$ cat src/fsab_pkg.sv
package fsab_pkg;

	// Bus widths
	localparam int FSAB_DATA_W = 64;
	localparam int FSAB_MASK_W = 8;	// One enable per data byte
	localparam int FSAB_ADDR_W = 31;	// Byte address
	localparam int FSAB_LEN_W = 4;	// 1 to 8 beats
	localparam int FSAB_DID_W = 4;

	// Beat buffer depth, also the sequencer's starting credit
	localparam int FSAB_CREDITS = 8;

	// Behavioural memory
	localparam int MEM_WORDS = 64;

	// Derived widths
	localparam int FSAB_CRED_W = $clog2(FSAB_CREDITS + 1);	// Holds 0 to FSAB_CREDITS
	localparam int FSAB_PTR_W = $clog2(FSAB_CREDITS);
	localparam int MEM_IDX_W = $clog2(MEM_WORDS);
	localparam int BEAT_SHIFT = $clog2(FSAB_MASK_W);	// Byte address to word index

	typedef logic [FSAB_CRED_W-1:0] fsab_cred_t;
	typedef logic [FSAB_PTR_W-1:0] fsab_ptr_t;
	typedef logic [FSAB_LEN_W-1:0] fsab_len_t;
	typedef logic [MEM_IDX_W-1:0] mem_idx_t;

	localparam fsab_cred_t FSAB_CRED_FULL = fsab_cred_t'(FSAB_CREDITS);

	typedef enum logic {
		FSAB_READ = 1'b0,
		FSAB_WRITE = 1'b1
	} fsab_mode_t;

	// Outbound beat, header repeats on every beat of a burst
	typedef struct packed {
		fsab_mode_t mode;
		logic [FSAB_DID_W-1:0] did;
		logic [FSAB_DID_W-1:0] subdid;
		logic [FSAB_ADDR_W-1:0] addr;
		fsab_len_t len;
		logic [FSAB_DATA_W-1:0] data;
		logic [FSAB_MASK_W-1:0] mask;
	} fsab_req_t;

	// Inbound read beat
	typedef struct packed {
		logic [FSAB_DID_W-1:0] did;
		logic [FSAB_DID_W-1:0] subdid;
		logic [FSAB_DATA_W-1:0] data;
	} fsab_rsp_t;

endpackage

$ cat src/fsab_fifo.sv
`timescale 1ns/1ps

module fsab_fifo (
	input logic fclk,
	input logic fclk_rst_b,
	input logic push,
	input fsab_pkg::fsab_req_t push_beat,
	input logic pop,
	output fsab_pkg::fsab_req_t head,
	output logic not_empty,
	output logic credit
);

	fsab_pkg::fsab_req_t store [fsab_pkg::FSAB_CREDITS];	// Circular beat store
	fsab_pkg::fsab_ptr_t wr_ptr;
	fsab_pkg::fsab_ptr_t rd_ptr;
	fsab_pkg::fsab_cred_t count;	// Occupancy 0..FSAB_CREDITS
	logic pop_ok;

	// Wrap at depth, also for depths that are not a power of two
	function automatic fsab_pkg::fsab_ptr_t ptr_inc(input fsab_pkg::fsab_ptr_t p);
		return (p == fsab_pkg::fsab_ptr_t'(fsab_pkg::FSAB_CREDITS - 1)) ?
			'0 : p + fsab_pkg::fsab_ptr_t'(1);
	endfunction

	assign not_empty = (count != '0);
	assign pop_ok = pop && not_empty;	// Never pop an empty store
	assign head = store[rd_ptr];

	// Credits guarantee room, push is never refused
	always_ff @(posedge fclk) begin
		if (push)
			store[wr_ptr] <= push_beat;
	end

	always_ff @(posedge fclk or negedge fclk_rst_b) begin
		if (!fclk_rst_b) begin
			wr_ptr <= '0;
			rd_ptr <= '0;
			count <= '0;
			credit <= 1'b0;
		end else begin
			credit <= pop_ok;	// One pulse a cycle after each pop
			if (push)
				wr_ptr <= ptr_inc(wr_ptr);
			if (pop_ok)
				rd_ptr <= ptr_inc(rd_ptr);
			case ({push, pop_ok})
				2'b10: count <= count + fsab_pkg::fsab_cred_t'(1);
				2'b01: count <= count - fsab_pkg::fsab_cred_t'(1);
				default: ;	// Push and pop together keep level
			endcase
		end
	end

endmodule

$ cat config.mk
export PLATFORM = sky130hd
export DESIGN_NAME = fsab_fifo
export DESIGN_NICKNAME = d
export VERILOG_FILES = /design/src/fsab_pkg.sv /design/src/fsab_fifo.sv
export SDC_FILE = /design/constraint.sdc
export NUM_CORES = 1
export LEC_CHECK = 0
export BUFFER_PORTS_ARGS = -buffer_cell sky130_fd_sc_hd__buf_4
export CORE_MARGIN = 5
export CORE_UTILIZATION = 60
export DETAILED_ROUTE_END_ITERATION = 12
export GPL_ROUTABILITY_DRIVEN = 1
export PLACE_DENSITY = 0.91
export SLEW_MARGIN = 5
export SYNTH_ARGS = -nofsm -noshare
export SYNTH_HDL_FRONTEND = slang
export SYNTH_SLANG_ARGS = --single-unit
$ cat constraint.sdc
create_clock -name fclk -period 23.6 [get_ports fclk]
set_input_delay 4.72 -clock fclk [delete_from_list [all_inputs] [get_ports fclk]]
set_output_delay 4.72 -clock fclk [all_outputs]
set_load 0.02 [all_outputs]
==> metrics.txt <==
power share of the combinational group=0.329; post-DP HPWL=38.2 mm; post-CTS setup buffers=0; fmax=108 MHz; CTS Sinks=around 940; WL final=about 73 mm; Worst Tran Pin Value=between 1 and 1.5 ns; Top Ports=238; Final setup viols=0; post-layout util=0.699; WP data arrival=roughly 4.5 ns; final setup TNS=0 ns; Core Area=between 50000 and 60000 µm²; fin cells=2539; status=finished clean; DRT Pass-1 Iters=5; First DRT Iteration DRCs=roughly 1.3k; routability cong.=0.698; Crit Path Class=reg2out; switching pwr=~1600 µW; Wirelength per Cell=28.8 µm; most frequent cells in the layout=edfxtp_1, buf_4, mux4_2; register area share after synthesis=0.787; GRT overflow=0; PortBufs=~240; most common cell after layout, fill and taps aside=edfxtp_1; clk_lat worst skew=around 0.64 ns; Pwr Density=130 nW/µm²; number of gates resized after cts=0; largest net degree at the start of global routing=101; via/cell ratio=6.19; peak supply drop=roughly 100 µV; Lkg Pwr=around 0.014 µW; Setup Skew=0.0184 ns; Clock transition at path regs=roughly 0.060 ns; WP data required=18.88 ns; Mapped Nets=1531; pre-CTS setup slack=14.87 ns; final slew viol count=0; Hold Violations, Final=0; Final Cycle Share=0.391; CP Capture Type=output pin; fillers=approximately 3.3k; die area=64600 µm²; Layout Nets=1819; CTS tree=done; Vias=approximately 16k; first-pass GRT wire length=109 mm; antenna-violating nets left=0; FF+latch count, synth=939; Horiz. Die Dim=254 µm; Seq pwr share=0.403; vias in the first global route=approximately 17k; final setup margin=14.38 ns; worst min-delay path category=reg2reg; die height=254 µm; overall routing resource usage=0.229; root buffer cell=clkbuf_16; clock power share=0.268; Cell Int Power=3760 µW; CTS Buf Count=90; placed cells=2373; DRC=0; cells after synthesis=1404; normalized max-slew margin=0.179; startpoint types=flop; synth warn=0; RSZ-0062 raised after global routing=false; num rows=89; mapped cell area=35800 µm²; area grow syn2layout=15.4%; Switching Share=0.298; # Max-Cap Violations=0; syn avg cell area=about 25 µm²; Min Hold Slack=0.581 ns; share of post-route cells with drive strength above 1=0.426; Max Fanout on Critical Path=53; clk buf depth=3; r2r setup slk=20.84 ns; Starting Density=0.606; hold_buf cts=0; initial antenna violation count=5; Synth cell types=33; Tmin final=between 9 and 10 ns; CTS H-tree lvls=3
## metrics by stage
step / instance area, µm² / total power (µW)
2_1_floorplan: 35800 / 3440
3_3_place_gp: 38300 / 3900
6_report: 41300 / 5360
4_1_cts: 41300 / 5420
5_1_grt: 41300 / 5580
3_5_place_dp: 38300 / 3960
## cells by family after synthesis
group                      after synthesis  share of synthesized area
DFF                                    939                      0.787
muxes                                  355                      0.191
buffers and inverters                   70                     0.0139
and+or+nand+nor                         23                    0.00339
AOI/OAI and AO/OA                        7                    0.00143
adders and majority gates                7                    0.00245
xor gates and xnor gates                 3                   0.000735
## path summary, 6_finish.rpt
check,startpoint,endpoint,cells past startpoint
max,rd_ptr[0]$_DFFE_PN0N_,head[115],5
min,count[2]$_DFFE_PN0P_,count[2]$_DFFE_PN0P_,1
max reg2reg,count[0]$_DFFE_PN0P_,count[3]$_DFFE_PN0P_,7
min reg2reg,count[2]$_DFFE_PN0P_,count[2]$_DFFE_PN0P_,1
max in group asynchronous,fclk_rst_b,rd_ptr[1]$_DFFE_PN0N_,1
min in group asynchronous,fclk_rst_b,credit$_DFF_PN0_,1
## synth_stat cells
master	number	area, µm²
a2111oi_0	1	8.76
a21o_1	1	7.51
a21oi_1	1	5.00
buf_1	9	33.8
buf_12	4	80.1
buf_2	24	120
buf_6	8	90.1
buf_8	7	105
clkbuf_1	14	52.6
dfrtp_1	11	275
edfxtp_1	928	27900
ha_1	7	87.6
inv_1	4	15.0
mux2_1	2	22.5
mux2_2	62	698
mux2_4	58	871
mux2i_1	1	10.0
mux4_2	232	5230
nand2_1	4	15.0
nand2b_1	3	18.8
nand3b_1	1	7.51
nor2_1	8	30.0
nor2b_1	1	6.26
nor3_1	2	10.0
o21a_1	1	7.51
o21ai_0	1	5.00
o221ai_1	1	8.76
o41ai_1	1	8.76
or3b_1	1	8.76
or4_1	2	15.0
or4b_2	1	10.0
xnor2_1	2	17.5
xor2_1	1	8.76
## sequential cells by signal (all words and copies together) (netlist names)
signal  cells
credit      1
wr_ptr      3
count       4
store     928
rd_ptr      3
## layout make-up
class,instances,area [µm²],area share
clock inverter,50,601,0.0146
timing repair buffer,262,1990,0.0483
clock buffer,114,2370,0.0575
tap,773,967,0.0234
inverter,4,15.0,0.000364
multi-input combinational,395,7170,0.174
antenna,2,5.00,0.000121
sequential,939,28200,0.682
## critical path: stages, from the launching register on
cell and delay, ns:
dfrtp_4 0.91, buf_4 0.93, buf_4 0.86, mux4_2 0.62, mux2_4 0.29, buf_4 0.16
## routing by layer
| metal | global-route usage | wire, µm | up-vias |
|---|---|---|---|
| met5 | 0 | 44 | - |
| met4 | 0.0586 | 1660 | 8 |
| met3 | 0.0594 | 5630 | 130 |
| met2 | 0.399 | 39000 | 642 |
| met1 | 0.294 | 26800 | 8332 |
| li1 | - | - | 6601 |
## power by group through the flow
stage | registers [µW] | logic (µW) | clock network (µW)
2_1_floorplan | 2170 | 1260 | 0
3_3_place_gp | 2170 | 1730 | 0
3_5_place_dp | 2190 | 1770 | 0
4_1_cts | 2160 | 1800 | 1460
5_1_grt | 2170 | 1860 | 1540
6_report | 2160 | 1760 | 1440
No activity file was read; power rests on OpenSTA's default activity.
