[src/fsab_pkg.sv]
package fsab_pkg;

	// Bus widths
	localparam int FSAB_DATA_W = 64;
	localparam int FSAB_MASK_W = 8;	// One enable per data byte
	localparam int FSAB_ADDR_W = 31;	// Byte address
	localparam int FSAB_LEN_W = 4;	// 1 to 8 beats
	localparam int FSAB_DID_W = 4;

	// Beat buffer depth, also the sequencer's starting credit
	localparam int FSAB_CREDITS = 8;

	// Behavioural memory
	localparam int MEM_WORDS = 64;

	// Derived widths
	localparam int FSAB_CRED_W = $clog2(FSAB_CREDITS + 1);	// Holds 0 to FSAB_CREDITS
	localparam int FSAB_PTR_W = $clog2(FSAB_CREDITS);
	localparam int MEM_IDX_W = $clog2(MEM_WORDS);
	localparam int BEAT_SHIFT = $clog2(FSAB_MASK_W);	// Byte address to word index

	typedef logic [FSAB_CRED_W-1:0] fsab_cred_t;
	typedef logic [FSAB_PTR_W-1:0] fsab_ptr_t;
	typedef logic [FSAB_LEN_W-1:0] fsab_len_t;
	typedef logic [MEM_IDX_W-1:0] mem_idx_t;

	localparam fsab_cred_t FSAB_CRED_FULL = fsab_cred_t'(FSAB_CREDITS);

	typedef enum logic {
		FSAB_READ = 1'b0,
		FSAB_WRITE = 1'b1
	} fsab_mode_t;

	// Outbound beat, header repeats on every beat of a burst
	typedef struct packed {
		fsab_mode_t mode;
		logic [FSAB_DID_W-1:0] did;
		logic [FSAB_DID_W-1:0] subdid;
		logic [FSAB_ADDR_W-1:0] addr;
		fsab_len_t len;
		logic [FSAB_DATA_W-1:0] data;
		logic [FSAB_MASK_W-1:0] mask;
	} fsab_req_t;

	// Inbound read beat
	typedef struct packed {
		logic [FSAB_DID_W-1:0] did;
		logic [FSAB_DID_W-1:0] subdid;
		logic [FSAB_DATA_W-1:0] data;
	} fsab_rsp_t;

endpackage

[src/fsab_mem.sv]
`timescale 1ns/1ps

module fsab_mem (
	input logic fclk,
	input logic fclk_rst_b,
	input logic stall,
	input fsab_pkg::fsab_req_t head,
	input logic not_empty,
	output logic pop,
	output logic fsabi_valid,
	output fsab_pkg::fsab_rsp_t fsabi
);

	typedef enum logic [1:0] {
		M_IDLE,	// Waiting for a header beat
		M_WRITE,	// Rest of a write burst
		M_READ	// Streaming read beats
	} mem_state_t;

	mem_state_t state;
	fsab_pkg::fsab_len_t beat_cnt;	// Zero whenever idle
	fsab_pkg::mem_idx_t wr_idx;
	fsab_pkg::mem_idx_t rd_idx;
	logic head_last;
	logic rd_last;

	// Latched read request
	fsab_pkg::mem_idx_t rd_base;
	fsab_pkg::fsab_len_t rd_len;
	logic [fsab_pkg::FSAB_DID_W-1:0] rd_did;
	logic [fsab_pkg::FSAB_DID_W-1:0] rd_subdid;

	// Word array, starts cleared
	logic [fsab_pkg::FSAB_DATA_W-1:0] mem_q [fsab_pkg::MEM_WORDS] = '{default: '0};

	// Nothing taken during a read stream or a stall
	assign pop = not_empty && !stall && (state != M_READ);

	// Base word from byte address, plus beat within burst
	assign wr_idx = fsab_pkg::mem_idx_t'(head.addr[fsab_pkg::FSAB_ADDR_W-1:fsab_pkg::BEAT_SHIFT])
		+ fsab_pkg::mem_idx_t'(beat_cnt);
	assign rd_idx = rd_base + fsab_pkg::mem_idx_t'(beat_cnt);
	assign head_last = (beat_cnt == head.len - fsab_pkg::fsab_len_t'(1));
	assign rd_last = (beat_cnt == rd_len - fsab_pkg::fsab_len_t'(1));

	// Byte masked merge, stored in the pop cycle
	always @(posedge fclk) begin
		if (pop && head.mode == fsab_pkg::FSAB_WRITE) begin
			for (int i = 0; i < fsab_pkg::FSAB_MASK_W; i++) begin
				if (head.mask[i])
					mem_q[wr_idx][i*8 +: 8] <= head.data[i*8 +: 8];
			end
		end
	end

	// Header fields for the stream
	always_ff @(posedge fclk) begin
		if (pop && state == M_IDLE && head.mode == fsab_pkg::FSAB_READ) begin
			rd_base <= wr_idx;	// beat_cnt is zero here
			rd_len <= head.len;
			rd_did <= head.did;
			rd_subdid <= head.subdid;
		end
	end

	always_ff @(posedge fclk or negedge fclk_rst_b) begin
		if (!fclk_rst_b) begin
			state <= M_IDLE;
			beat_cnt <= '0;
			fsabi_valid <= 1'b0;
			fsabi <= '0;
		end else begin
			fsabi_valid <= 1'b0;
			case (state)
				M_IDLE: begin
					if (pop) begin
						if (head.mode == fsab_pkg::FSAB_READ) begin
							state <= M_READ;
						end else if (!head_last) begin
							state <= M_WRITE;	// More beats follow
							beat_cnt <= beat_cnt + fsab_pkg::fsab_len_t'(1);
						end
					end
				end
				M_WRITE: begin
					if (pop) begin
						if (head_last) begin
							state <= M_IDLE;
							beat_cnt <= '0;
						end else begin
							beat_cnt <= beat_cnt + fsab_pkg::fsab_len_t'(1);
						end
					end
				end
				M_READ: begin
					if (!stall) begin	// Beat and data hold while stalled
						fsabi_valid <= 1'b1;
						fsabi <= '{did: rd_did, subdid: rd_subdid, data: mem_q[rd_idx]};
						if (rd_last) begin
							state <= M_IDLE;
							beat_cnt <= '0;
						end else begin
							beat_cnt <= beat_cnt + fsab_pkg::fsab_len_t'(1);
						end
					end
				end
				default: state <= M_IDLE;
			endcase
		end
	end

endmodule

[config.mk]
export PLATFORM = sky130hd
export DESIGN_NAME = fsab_mem
export DESIGN_NICKNAME = d
export VERILOG_FILES = /design/src/fsab_pkg.sv /design/src/fsab_mem.sv
export SDC_FILE = /design/constraint.sdc
export NUM_CORES = 2
export LEC_CHECK = 0
export BUFFER_PORTS_ARGS = -buffer_cell sky130_fd_sc_hd__buf_4
export CAP_MARGIN = 20
export CELL_PAD_IN_SITES_DETAIL_PLACEMENT = 0
export CELL_PAD_IN_SITES_GLOBAL_PLACEMENT = 2
export CORE_ASPECT_RATIO = 1.4
export CORE_MARGIN = 2
export CORE_UTILIZATION = 45
export CTS_BUF_LIST = sky130_fd_sc_hd__clkbuf_8
export DETAILED_ROUTE_END_ITERATION = 8
export PLACE_DENSITY = 0.76
export SYNTH_ARGS = -nofsm -noshare
export SYNTH_HDL_FRONTEND = slang
export SYNTH_SLANG_ARGS = --single-unit
[constraint.sdc]
create_clock -name fclk -period 3.7 [get_ports fclk]
set_input_delay 0.37 -clock fclk [delete_from_list [all_inputs] [get_ports fclk]]
set_output_delay 0.37 -clock fclk [all_outputs]
set_load 0.005 [all_outputs]
==> results.ini <==
[run_status]
status = finished clean

[die]
initial_core_util = 0.451
placementRows = 262
core_um2 = 363000
fp.dieW_um = 514
die_y_um = 718
fp.dieArea_um2 = 369000
ios = 194

[worst_setup_path]
crit_path_cell_trace = buf_4 -> ha_4 -> inv_1 -> fa_4 -> buf_12 -> buf_12 -> mux4_2 -> o21ai_0 -> a311oi_1 -> nand4_1 -> o211ai_1
cp_top_family = adder cells
r2r_start = beat_cnt[0]
crit_type = flop to flop
endpoint = fsabi[54]
worstPathArrival_ps = 4490
critPathSlowestCell = fa_4
critPathLaunch = beat_cnt[0]
cp_num_cells = 11
reg2reg_to = fsabi[54]
critical_path.max_stage_delay_ps = 860
r2r_slack_ps = 180
end_kind = flop
path_max_fanout = 28
path_buf_inv = 4
crit_top_cell = buf_12
reg2reg_depth = 11
crit_required_ps = 4670
startpoint_type = flop

[clocking]
htreeDepth = 6
cts_resized = 0
cts.sinks = 4193
post_cts_buffers = 0
cts_hold_buffers = 97
cts_root_buffer = clkbuf_8
numCtsBuffers = 614
clock_latency_ps = 1110
path_clk_slew_ps = 60
cts_tree = built
clockBufferDepth = 4

[timing]
timing_worst_slew_pin_value_ps = 1030
post-route-period-util = 0.952
setup_ws_ps = 178
final-hold-violation-count = 0
hold_slack_ps = 67.7
fin_crit_ps = 3520
rsz0062_at_grt = false
relSlewSlack = 0.316
setup_tns_ps = 0
finalSetupViolCount = 0
finClkSkew_ps = 72.8
slew_viol_final = 0
max_clock_freq_mhz = 284

[global_routing]
overflow = 0
grt_max_degree = 85
grt_first_pass_wirelength_um = 617000
use_met3 = 0.0356
grt_use_met2 = 0.419
grt_pass1_vias = 87700
grt_use_total = 0.233
antenna_found_initial = 14
met1_usage = 0.279
grt_busiest_layer = met2

[yosys]
synth-edff-count = 4114
synth_fp_nets = 8051
syn_inst = 7914
synth-seq-area-share = 0.767
ys_warn_count = 0
synth_area_um2 = 164000
ys_types = 57
ys_async_sr_fraction = 0.0188
avgSynthCellArea_um2 = 20.7
synth-seq-cells = 4193
ys.flop_type = edfxtp_1

[pwr]
power_density_nw_per_um2 = 720
ir_worst_vdd_uv = 578
p_leak_nw = 61.9
p_total_mw = 137

[cells_and_area]
layout-area-overhead-vs-synth_pct = 16.1
final_common_cell = edfxtp_1
drive_above_1_share = 0.307
final_cell_mix = 4114 x edfxtp_1, 1025 x mux4_2, 965 x buf_4, 635 x clkbuf_8, 451 x nand3_1
fin_nets = 9323
multi_input_area_um2 = 36000
fill_cells = 28200
fin_area_um2 = 190000
ff_latch_area_um2 = 126000

[route]
totalWireLength_um = 433000
antenna_left = 0
vias_per_cell = 5.79
detail_route.wl_per_cell_um = 29.9
dr.pass1.iters = 6
first_iter_violations = 8230
drc_errors = 0
vias = 83800

[place]
placed_cell_area_um2 = 177000
hpwl_um = 278000
place_ws_ps = 54.8
globalplace.congestion = 0.856
io_buffers = 168

[hold_path]
hp-class = primary input to flop

[run]
cap_violations = 0

## final cells by class
cell class,instances,share of cell area
timing repair buffer,1189,0.0558
sequential,4193,0.661
antenna,34,0.000448
clock inverter,476,0.0158
inverter,26,0.000527
clock buffer,635,0.0460
multi-input combinational,3162,0.190
tap,4752,0.0313
## worst min-delay path, stage by stage
cell	delay, ps
buf_4	150
and3_1	270
nand2_1	120
nor3_1	60
## cell usage after synthesis, drive strengths merged, types with 3 or more instances
master   count  area [µm²]
buf        252        1220
and3        10        62.6
o2111ai      3        26.3
dfrtp       79        1980
nand2      199         749
a311oi      63         552
clkbuf     281        1050
ha          15         188
o21ai      264        1320
mux2i      254        2540
nand3      454        2280
mux4      1025       23100
xnor2       17         168
nand2b       6        37.5
a21o         3        22.5
o211ai      65         488
nand4       63         394
a21oi       14        77.6
and2         4        25.0
o22ai        5        31.3
nor3       139         706
a211oi       3        32.5
edfxtp    4114      124000
a221o       62         621
mux2         4        45.0
inv         26        97.6
nor2       402        1520
nor4         3        48.8
a22o        62         543
## routing by layer
metal,share of wire,vias to the layer above
met3,0.063,777
met4,0.044,2
met2,0.53,3132
met5,0.000032,-
li1,-,35600
met1,0.36,44300
## metrics by stage
| step | cells | utilization |
|---|---|---|
| 5_1_grt | 14400 | 0.523 |
| 2_1_floorplan | 7914 | - |
| 6_report | 14500 | 0.524 |
| 4_1_cts | 14400 | 0.523 |
| 3_3_place_gp | 13200 | 0.488 |
| 3_5_place_dp | 13200 | 0.488 |
## kinds of logic (layout without fill, tap and decap cells)
| family | Yosys count | in the layout | synth area share |
|---|---|---|---|
| muxes | 1283 | 1283 | 0.157 |
| other | 0 | 34 | 0 |
| AOI/OAI and AO/OA | 556 | 556 | 0.0233 |
| buffers and inverters | 559 | 2326 | 0.0145 |
| and+or+nand+nor | 1287 | 1287 | 0.0359 |
| DFF | 4193 | 4193 | 0.767 |
| xor gates and xnor gates | 19 | 19 | 0.00113 |
| adders and majority gates | 17 | 17 | 0.00139 |
## power breakdown
group	switching (mW)	internal (mW)	leakage [nW]	total (mW)
logic	26.6	20.8	17.3	47.4
registers	0.611	52.8	37.9	53.4
clock network	17.6	18.4	6.64	36.0
total	44.8	92.0	61.9	137
## how the worst min path moves through the flow
stage          depth (start not counted)       endpoint        from
3_3_place_gp                           1      fsabi[64]  fclk_rst_b
4_1_cts                                2      rd_len[2]    head[74]
3_5_place_dp                           1      fsabi[64]  fclk_rst_b
6_report                               4  mem_q[32][62]     head[7]
5_1_grt                                4  mem_q[32][62]     head[7]
2_1_floorplan                          0    beat_cnt[0]  fclk_rst_b
## flip-flops by register name (all words and copies together), names as in the netlist
signal,count
rd_base,6
state,2
rd_len,4
beat_cnt,4
mem_q,4096
rd_subdid,4
rd_did,4
fsabi_valid,1
fsabi,72
No activity file was read; power rests on OpenSTA's default activity.
