--- config.mk ---
export PLATFORM = sky130hd
export DESIGN_NAME = fsab_seq
export DESIGN_NICKNAME = d
export VERILOG_FILES = /design/src/fsab_pkg.sv /design/src/fsab_seq.sv
export SDC_FILE = /design/constraint.sdc
export NUM_CORES = 1
export LEC_CHECK = 0
export BUFFER_PORTS_ARGS = -buffer_cell sky130_fd_sc_hd__buf_4
export CORE_MARGIN = 3
export CORE_UTILIZATION = 44
export DETAILED_ROUTE_END_ITERATION = 10
export HOLD_SLACK_MARGIN = 0.12
export PLACE_DENSITY = 0.82
export SYNTH_ARGS = -nofsm -noshare
export SYNTH_HDL_FRONTEND = slang
export SYNTH_SLANG_ARGS = --single-unit
--- constraint.sdc ---
create_clock -name fclk -period 2.8 [get_ports fclk]
set_input_delay 0.14 -clock fclk [delete_from_list [all_inputs] [get_ports fclk]]
set_output_delay 0.14 -clock fclk [all_outputs]
set_load 0.02 [all_outputs]
--- src/fsab_pkg.sv ---
package fsab_pkg;

	// Bus widths
	localparam int FSAB_DATA_W = 64;
	localparam int FSAB_MASK_W = 8;	// One enable per data byte
	localparam int FSAB_ADDR_W = 31;	// Byte address
	localparam int FSAB_LEN_W = 4;	// 1 to 8 beats
	localparam int FSAB_DID_W = 4;

	// Beat buffer depth, also the sequencer's starting credit
	localparam int FSAB_CREDITS = 8;

	// Behavioural memory
	localparam int MEM_WORDS = 64;

	// Derived widths
	localparam int FSAB_CRED_W = $clog2(FSAB_CREDITS + 1);	// Holds 0 to FSAB_CREDITS
	localparam int FSAB_PTR_W = $clog2(FSAB_CREDITS);
	localparam int MEM_IDX_W = $clog2(MEM_WORDS);
	localparam int BEAT_SHIFT = $clog2(FSAB_MASK_W);	// Byte address to word index

	typedef logic [FSAB_CRED_W-1:0] fsab_cred_t;
	typedef logic [FSAB_PTR_W-1:0] fsab_ptr_t;
	typedef logic [FSAB_LEN_W-1:0] fsab_len_t;
	typedef logic [MEM_IDX_W-1:0] mem_idx_t;

	localparam fsab_cred_t FSAB_CRED_FULL = fsab_cred_t'(FSAB_CREDITS);

	typedef enum logic {
		FSAB_READ = 1'b0,
		FSAB_WRITE = 1'b1
	} fsab_mode_t;

	// Outbound beat, header repeats on every beat of a burst
	typedef struct packed {
		fsab_mode_t mode;
		logic [FSAB_DID_W-1:0] did;
		logic [FSAB_DID_W-1:0] subdid;
		logic [FSAB_ADDR_W-1:0] addr;
		fsab_len_t len;
		logic [FSAB_DATA_W-1:0] data;
		logic [FSAB_MASK_W-1:0] mask;
	} fsab_req_t;

	// Inbound read beat
	typedef struct packed {
		logic [FSAB_DID_W-1:0] did;
		logic [FSAB_DID_W-1:0] subdid;
		logic [FSAB_DATA_W-1:0] data;
	} fsab_rsp_t;

endpackage

--- src/fsab_seq.sv ---
`timescale 1ns/1ps

module fsab_seq (
	input logic fclk,
	input logic fclk_rst_b,
	input logic start,
	input logic fsabo_credit,
	output logic fsabo_valid,
	output fsab_pkg::fsab_req_t fsabo,
	output logic done
);

	// Script order, requests advance by one
	typedef enum logic [3:0] {
		S_IDLE,
		S_WR_BURST,	// 8 beats to 0x0
		S_RD_A,	// Read 8 from 0x0, tag 1
		S_WR_HI,	// High half of word 1
		S_RD_B,	// Tag 2
		S_WR_LO,	// Low half of word 0
		S_RD_C,	// Tag 3
		S_DRAIN,	// Wait for all credits
		S_DONE
	} seq_state_t;

	seq_state_t state;
	logic [1:0] start_sync;	// Two flop synchronizer
	fsab_pkg::fsab_cred_t credit_cnt;
	fsab_pkg::fsab_len_t beat_cnt;	// Beat within write burst
	logic [3:0] nibble;
	logic req_active;	// State carries a request
	logic last_beat;

	// Request decode from state
	always_comb begin
		fsabo = '0;	// Tags zero, mode read
		fsabo.len = fsab_pkg::fsab_len_t'(1);
		req_active = 1'b1;
		nibble = 4'd8 - beat_cnt;	// Descending pattern 8..1
		case (state)
			S_WR_BURST: begin
				fsabo.mode = fsab_pkg::FSAB_WRITE;
				fsabo.len = fsab_pkg::fsab_len_t'(8);
				fsabo.data = {16{nibble}};
				fsabo.mask = 8'hFF;
			end
			S_RD_A: begin
				fsabo.len = fsab_pkg::fsab_len_t'(8);
				fsabo.subdid = 4'd1;
			end
			S_WR_HI: begin
				fsabo.mode = fsab_pkg::FSAB_WRITE;
				fsabo.addr = 31'h8;
				fsabo.data = 64'h1EA754171EA75417;
				fsabo.mask = 8'hF0;	// Upper four bytes only
			end
			S_RD_B: begin
				fsabo.len = fsab_pkg::fsab_len_t'(8);
				fsabo.subdid = 4'd2;
			end
			S_WR_LO: begin
				fsabo.mode = fsab_pkg::FSAB_WRITE;
				fsabo.addr = 31'h4;	// Still word 0
				fsabo.data = 64'h1337133713371337;
				fsabo.mask = 8'h0F;
			end
			S_RD_C: begin
				fsabo.len = fsab_pkg::fsab_len_t'(8);
				fsabo.subdid = 4'd3;
			end
			default: req_active = 1'b0;
		endcase
		// Read header is one beat whatever its len
		last_beat = (fsabo.mode == fsab_pkg::FSAB_READ) ||
			(beat_cnt == fsabo.len - fsab_pkg::fsab_len_t'(1));
	end

	assign fsabo_valid = req_active && (credit_cnt != '0);	// Hold when out of credit
	assign done = (state == S_DONE);

	always_ff @(posedge fclk or negedge fclk_rst_b) begin
		if (!fclk_rst_b) begin
			state <= S_IDLE;
			start_sync <= 2'b00;
			credit_cnt <= fsab_pkg::FSAB_CRED_FULL;
			beat_cnt <= '0;
		end else begin
			start_sync <= {start_sync[0], start};

			// One credit per push, one back per pop
			case ({fsabo_credit, fsabo_valid})
				2'b10: credit_cnt <= credit_cnt + fsab_pkg::fsab_cred_t'(1);
				2'b01: credit_cnt <= credit_cnt - fsab_pkg::fsab_cred_t'(1);
				default: ;	// Both or neither
			endcase

			case (state)
				S_IDLE: begin
					if (start_sync[1])
						state <= S_WR_BURST;
				end
				S_DRAIN: begin
					if (credit_cnt == fsab_pkg::FSAB_CRED_FULL)
						state <= S_DONE;	// Buffer fully drained
				end
				S_DONE: ;	// Sticky until reset
				default: begin
					if (fsabo_valid) begin
						if (last_beat) begin
							beat_cnt <= '0;
							state <= seq_state_t'(state + 4'd1);	// Next script entry
						end else begin
							beat_cnt <= beat_cnt + fsab_pkg::fsab_len_t'(1);
						end
					end
				end
			endcase
		end
	end

endmodule

==> run summary <==
Chip height -> 72.9 um
Cells after Synth -> 234
Routed Antenna Nets -> 0
Synth Warn # -> 0
CP peak stage delay -> 0.40 ns
Vias in the first global route -> 1236
WP data arrival -> 2.74 ns
Count leader, synth -> buf_4
Setup crit end kind -> flip-flop
CP delay by family, top -> adder cells
Number of CTS-inserted buffers -> 3
Worst-path clk slew -> 0.06 ns
TritonCTS clock tree -> built
DP Area -> 2090 um2
Final Instance Area -> 2170 um2
Number of instances in the placed design -> 309
Required time of the critical path -> 2.93 ns
Synth top area share -> 37.3%
Switching share of power -> 48.7%
Diode count -> 0
Period utilization -> 93.3%
Clk buf depth -> 2
CTS root buf -> clkbuf_8
CP Buf/Inv Count -> 1
Synth top area cells -> buf_4, dfrtp_1, ha_1
DRC viols -> 0
Most area-hungry cell type in the Yosys netlist -> buf_4
Clock tree sinks -> 14
Power per Cell Area -> 743 nW/um2
Setup crit start kind -> flip-flop
CP Max Fanout -> 6
Psw -> 0.786 mW
Outcome -> completed
Total Neg Setup Slack -> 0 ns
Nets -> 279
Max frequency -> 383 MHz
Cell Int Power -> 0.828 mW
Sequential area share after synthesis -> 17.8%
Total of fill cells in the finished design -> 381
Gpl congestion -> 0.877
Clock Latency Late Sink -> 0.25 ns
R2R cell count -> 12
Mean post-synth cell area -> 8.42 um2
GRT Total Usage -> 13.6%
Post-synth EDFFs -> 0
Setup crit start -> state[0]$_DFFE_PN0P_
Finished Layout Cells -> 315
Worst clock skew -> 0.00271 ns
Die W -> 72.9 um
Crit Path Category -> flip-flop to flip-flop
Power share of the combinational group -> 63.9%
Slew headroom -> 55.2%
Share of post-route cells with drive strength above 1 -> 43.4%
Flop2flop setup slack -> 0.19 ns
Maxcap violations -> 0
Synth top cells by count -> buf_4, dfrtp_1, inv_1
Largest net degree at the start of global routing -> 20
Clock network fraction of total power -> 12.4%
DR vias -> 1441
Slew @ Worst Pin -> 0.672 ns
Post-synthesis async set-or-reset flop share -> 100%
Routed WL per cell -> 12.5 um
Pins Over Slew Limit -> 0
Fin. Hold Viols -> 0
RR Endpoint -> credit_cnt[2]$_DFFE_PN0P_
Vias per Instance -> 4.57
Synth unique cells -> 52
Post-detail-place hpwl -> 3270 um
H-tree Lvls -> 1
Site row count -> 23
RR Startpoint -> state[0]$_DFFE_PN0P_
First-pass GRT wire length -> 5750 um
Die area -> 5320 um2
Final Critical Period -> 2.61 ns
Synthesized flop and latch total -> 14
Worst path slowest cell -> dfrtp_2
Number of setup violations in the final report -> 0
Starting Density -> 47.2%
Cell Area, Synth -> 1970 um2
Hold slack -> 0.277 ns
Crit path depth -> 12
Peak supply drop -> 0.000274 V
Seq pwr share -> 23.7%
Leak -> 1.16 nW
Pre-antenna DRT Iters -> 6
Main synth FF type -> dfrtp_1
Core Footprint -> 4170 um2
Unrepaired setup endpoints after global routing -> no
PortBufs -> 84
Worst hold path type -> input port to async pin
WL final -> 3930 um
Crit-path cells -> inv_1 > ha_1 > a21o_1 > o31ai_4 > nor2_2 > ha_1 > xor2_1 > ha_1 > a21oi_1 > xor2_1 > nor2_1 > xor2_1
1st-iter DRT viols -> 96
GRT overflow -> 0
Layout area overhead -> 10.3%
IO Count -> 122
Antenna violations before repair -> 0
-- layer usage --
metal | vias up | wire length [um] | track usage (%)
met1 | 652 | 1460 | 15.8
met3 | 4 | 413 | 1.79
met5 | - | 0 | 0
met4 | 0 | 54 | 5.94
met2 | 80 | 2000 | 24.6
li1 | 705 | - | -
-- state kept, by name, indices dropped and copies added, names as in the netlist --
name,cells
beat_cnt,4
state,4
start_sync,2
credit_cnt,4
-- worst max-delay path by stage --
| stage | to | slack [ns] |
|---|---|---|
| after detailed placement | credit_cnt[2]$_DFFE_PN0P_ | 0.1 |
| after global placement | credit_cnt[2]$_DFFE_PN0P_ | 0.22 |
| after floorplan | credit_cnt[2]$_DFFE_PN0P_ | 0.16 |
| final | credit_cnt[2]$_DFFE_PN0P_ | 0.19 |
| after global routing | credit_cnt[2]$_DFFE_PN0P_ | 0.02 |
| after CTS | credit_cnt[2]$_DFFE_PN0P_ | 0.08 |
-- cell usage in the layout, fill, tap and decap left out, drive strengths merged, types with 4 or more instances in the layout --
master	count
buf	90
xor2	4
nor3	6
ha	9
a21oi	9
nand3b	4
inv	14
nor2	8
nand2	8
clkbuf	4
dfrtp	13
conb	37
nand3	6
o21ai	8
-- area by class of cell --
class,count,area [um2],share of cell area [%]
Sequential cell,14,353,16.2
Clock buffer,4,55.1,2.53
Inverter,14,52.6,2.42
Tap cell,50,62.6,2.88
Timing Repair Buffer,92,696,32.0
Multi-Input combinational cell,141,955,43.9
-- cells by family (layout without fill, tap and decap cells) --
family	count (synthesis)	after routing	share of synthesized area, %
flip-flops	14	14	17.8
buffers and inverters	115	110	41.0
AO/OA/AOI/OAI	32	32	12.4
other	1	37	0.190
XOR/XNOR	7	7	3.11
adder cells (fa/ha/maj)	9	9	5.71
AND/OR/NAND/NOR	52	52	17.0
multiplexers	4	4	2.73
-- through the flow --
stage	utilization [%]	setup WS, ns	power, mW
after detailed placement	50.0	0.0972	1.39
after global routing	52.1	0.0230	1.74
final	52.1	0.188	1.61
after global placement	50.0	0.223	1.36
after CTS	51.8	0.0777	1.61
after floorplan	-	0.161	1.21
-- power groups by stage --
stage / combinational, mW / sequential [mW] / clock (mW)
global route: 1.12 / 0.395 / 0.219
detailed placement: 1.01 / 0.384 / 0
global placement: 0.980 / 0.376 / 0
finish: 1.03 / 0.383 / 0.200
floorplan: 0.887 / 0.324 / 0
CTS: 1.02 / 0.380 / 0.207
-- repair_timing --
action                                  in CTS  in global routing
resized for setup                            0                  2
endpoints found under the setup margin       0                  1
buffers inserted                             0                  0
endpoints found under the hold margin       15                  0
hold buffers                                 2                  0
No activity file was read; power rests on OpenSTA's default activity.
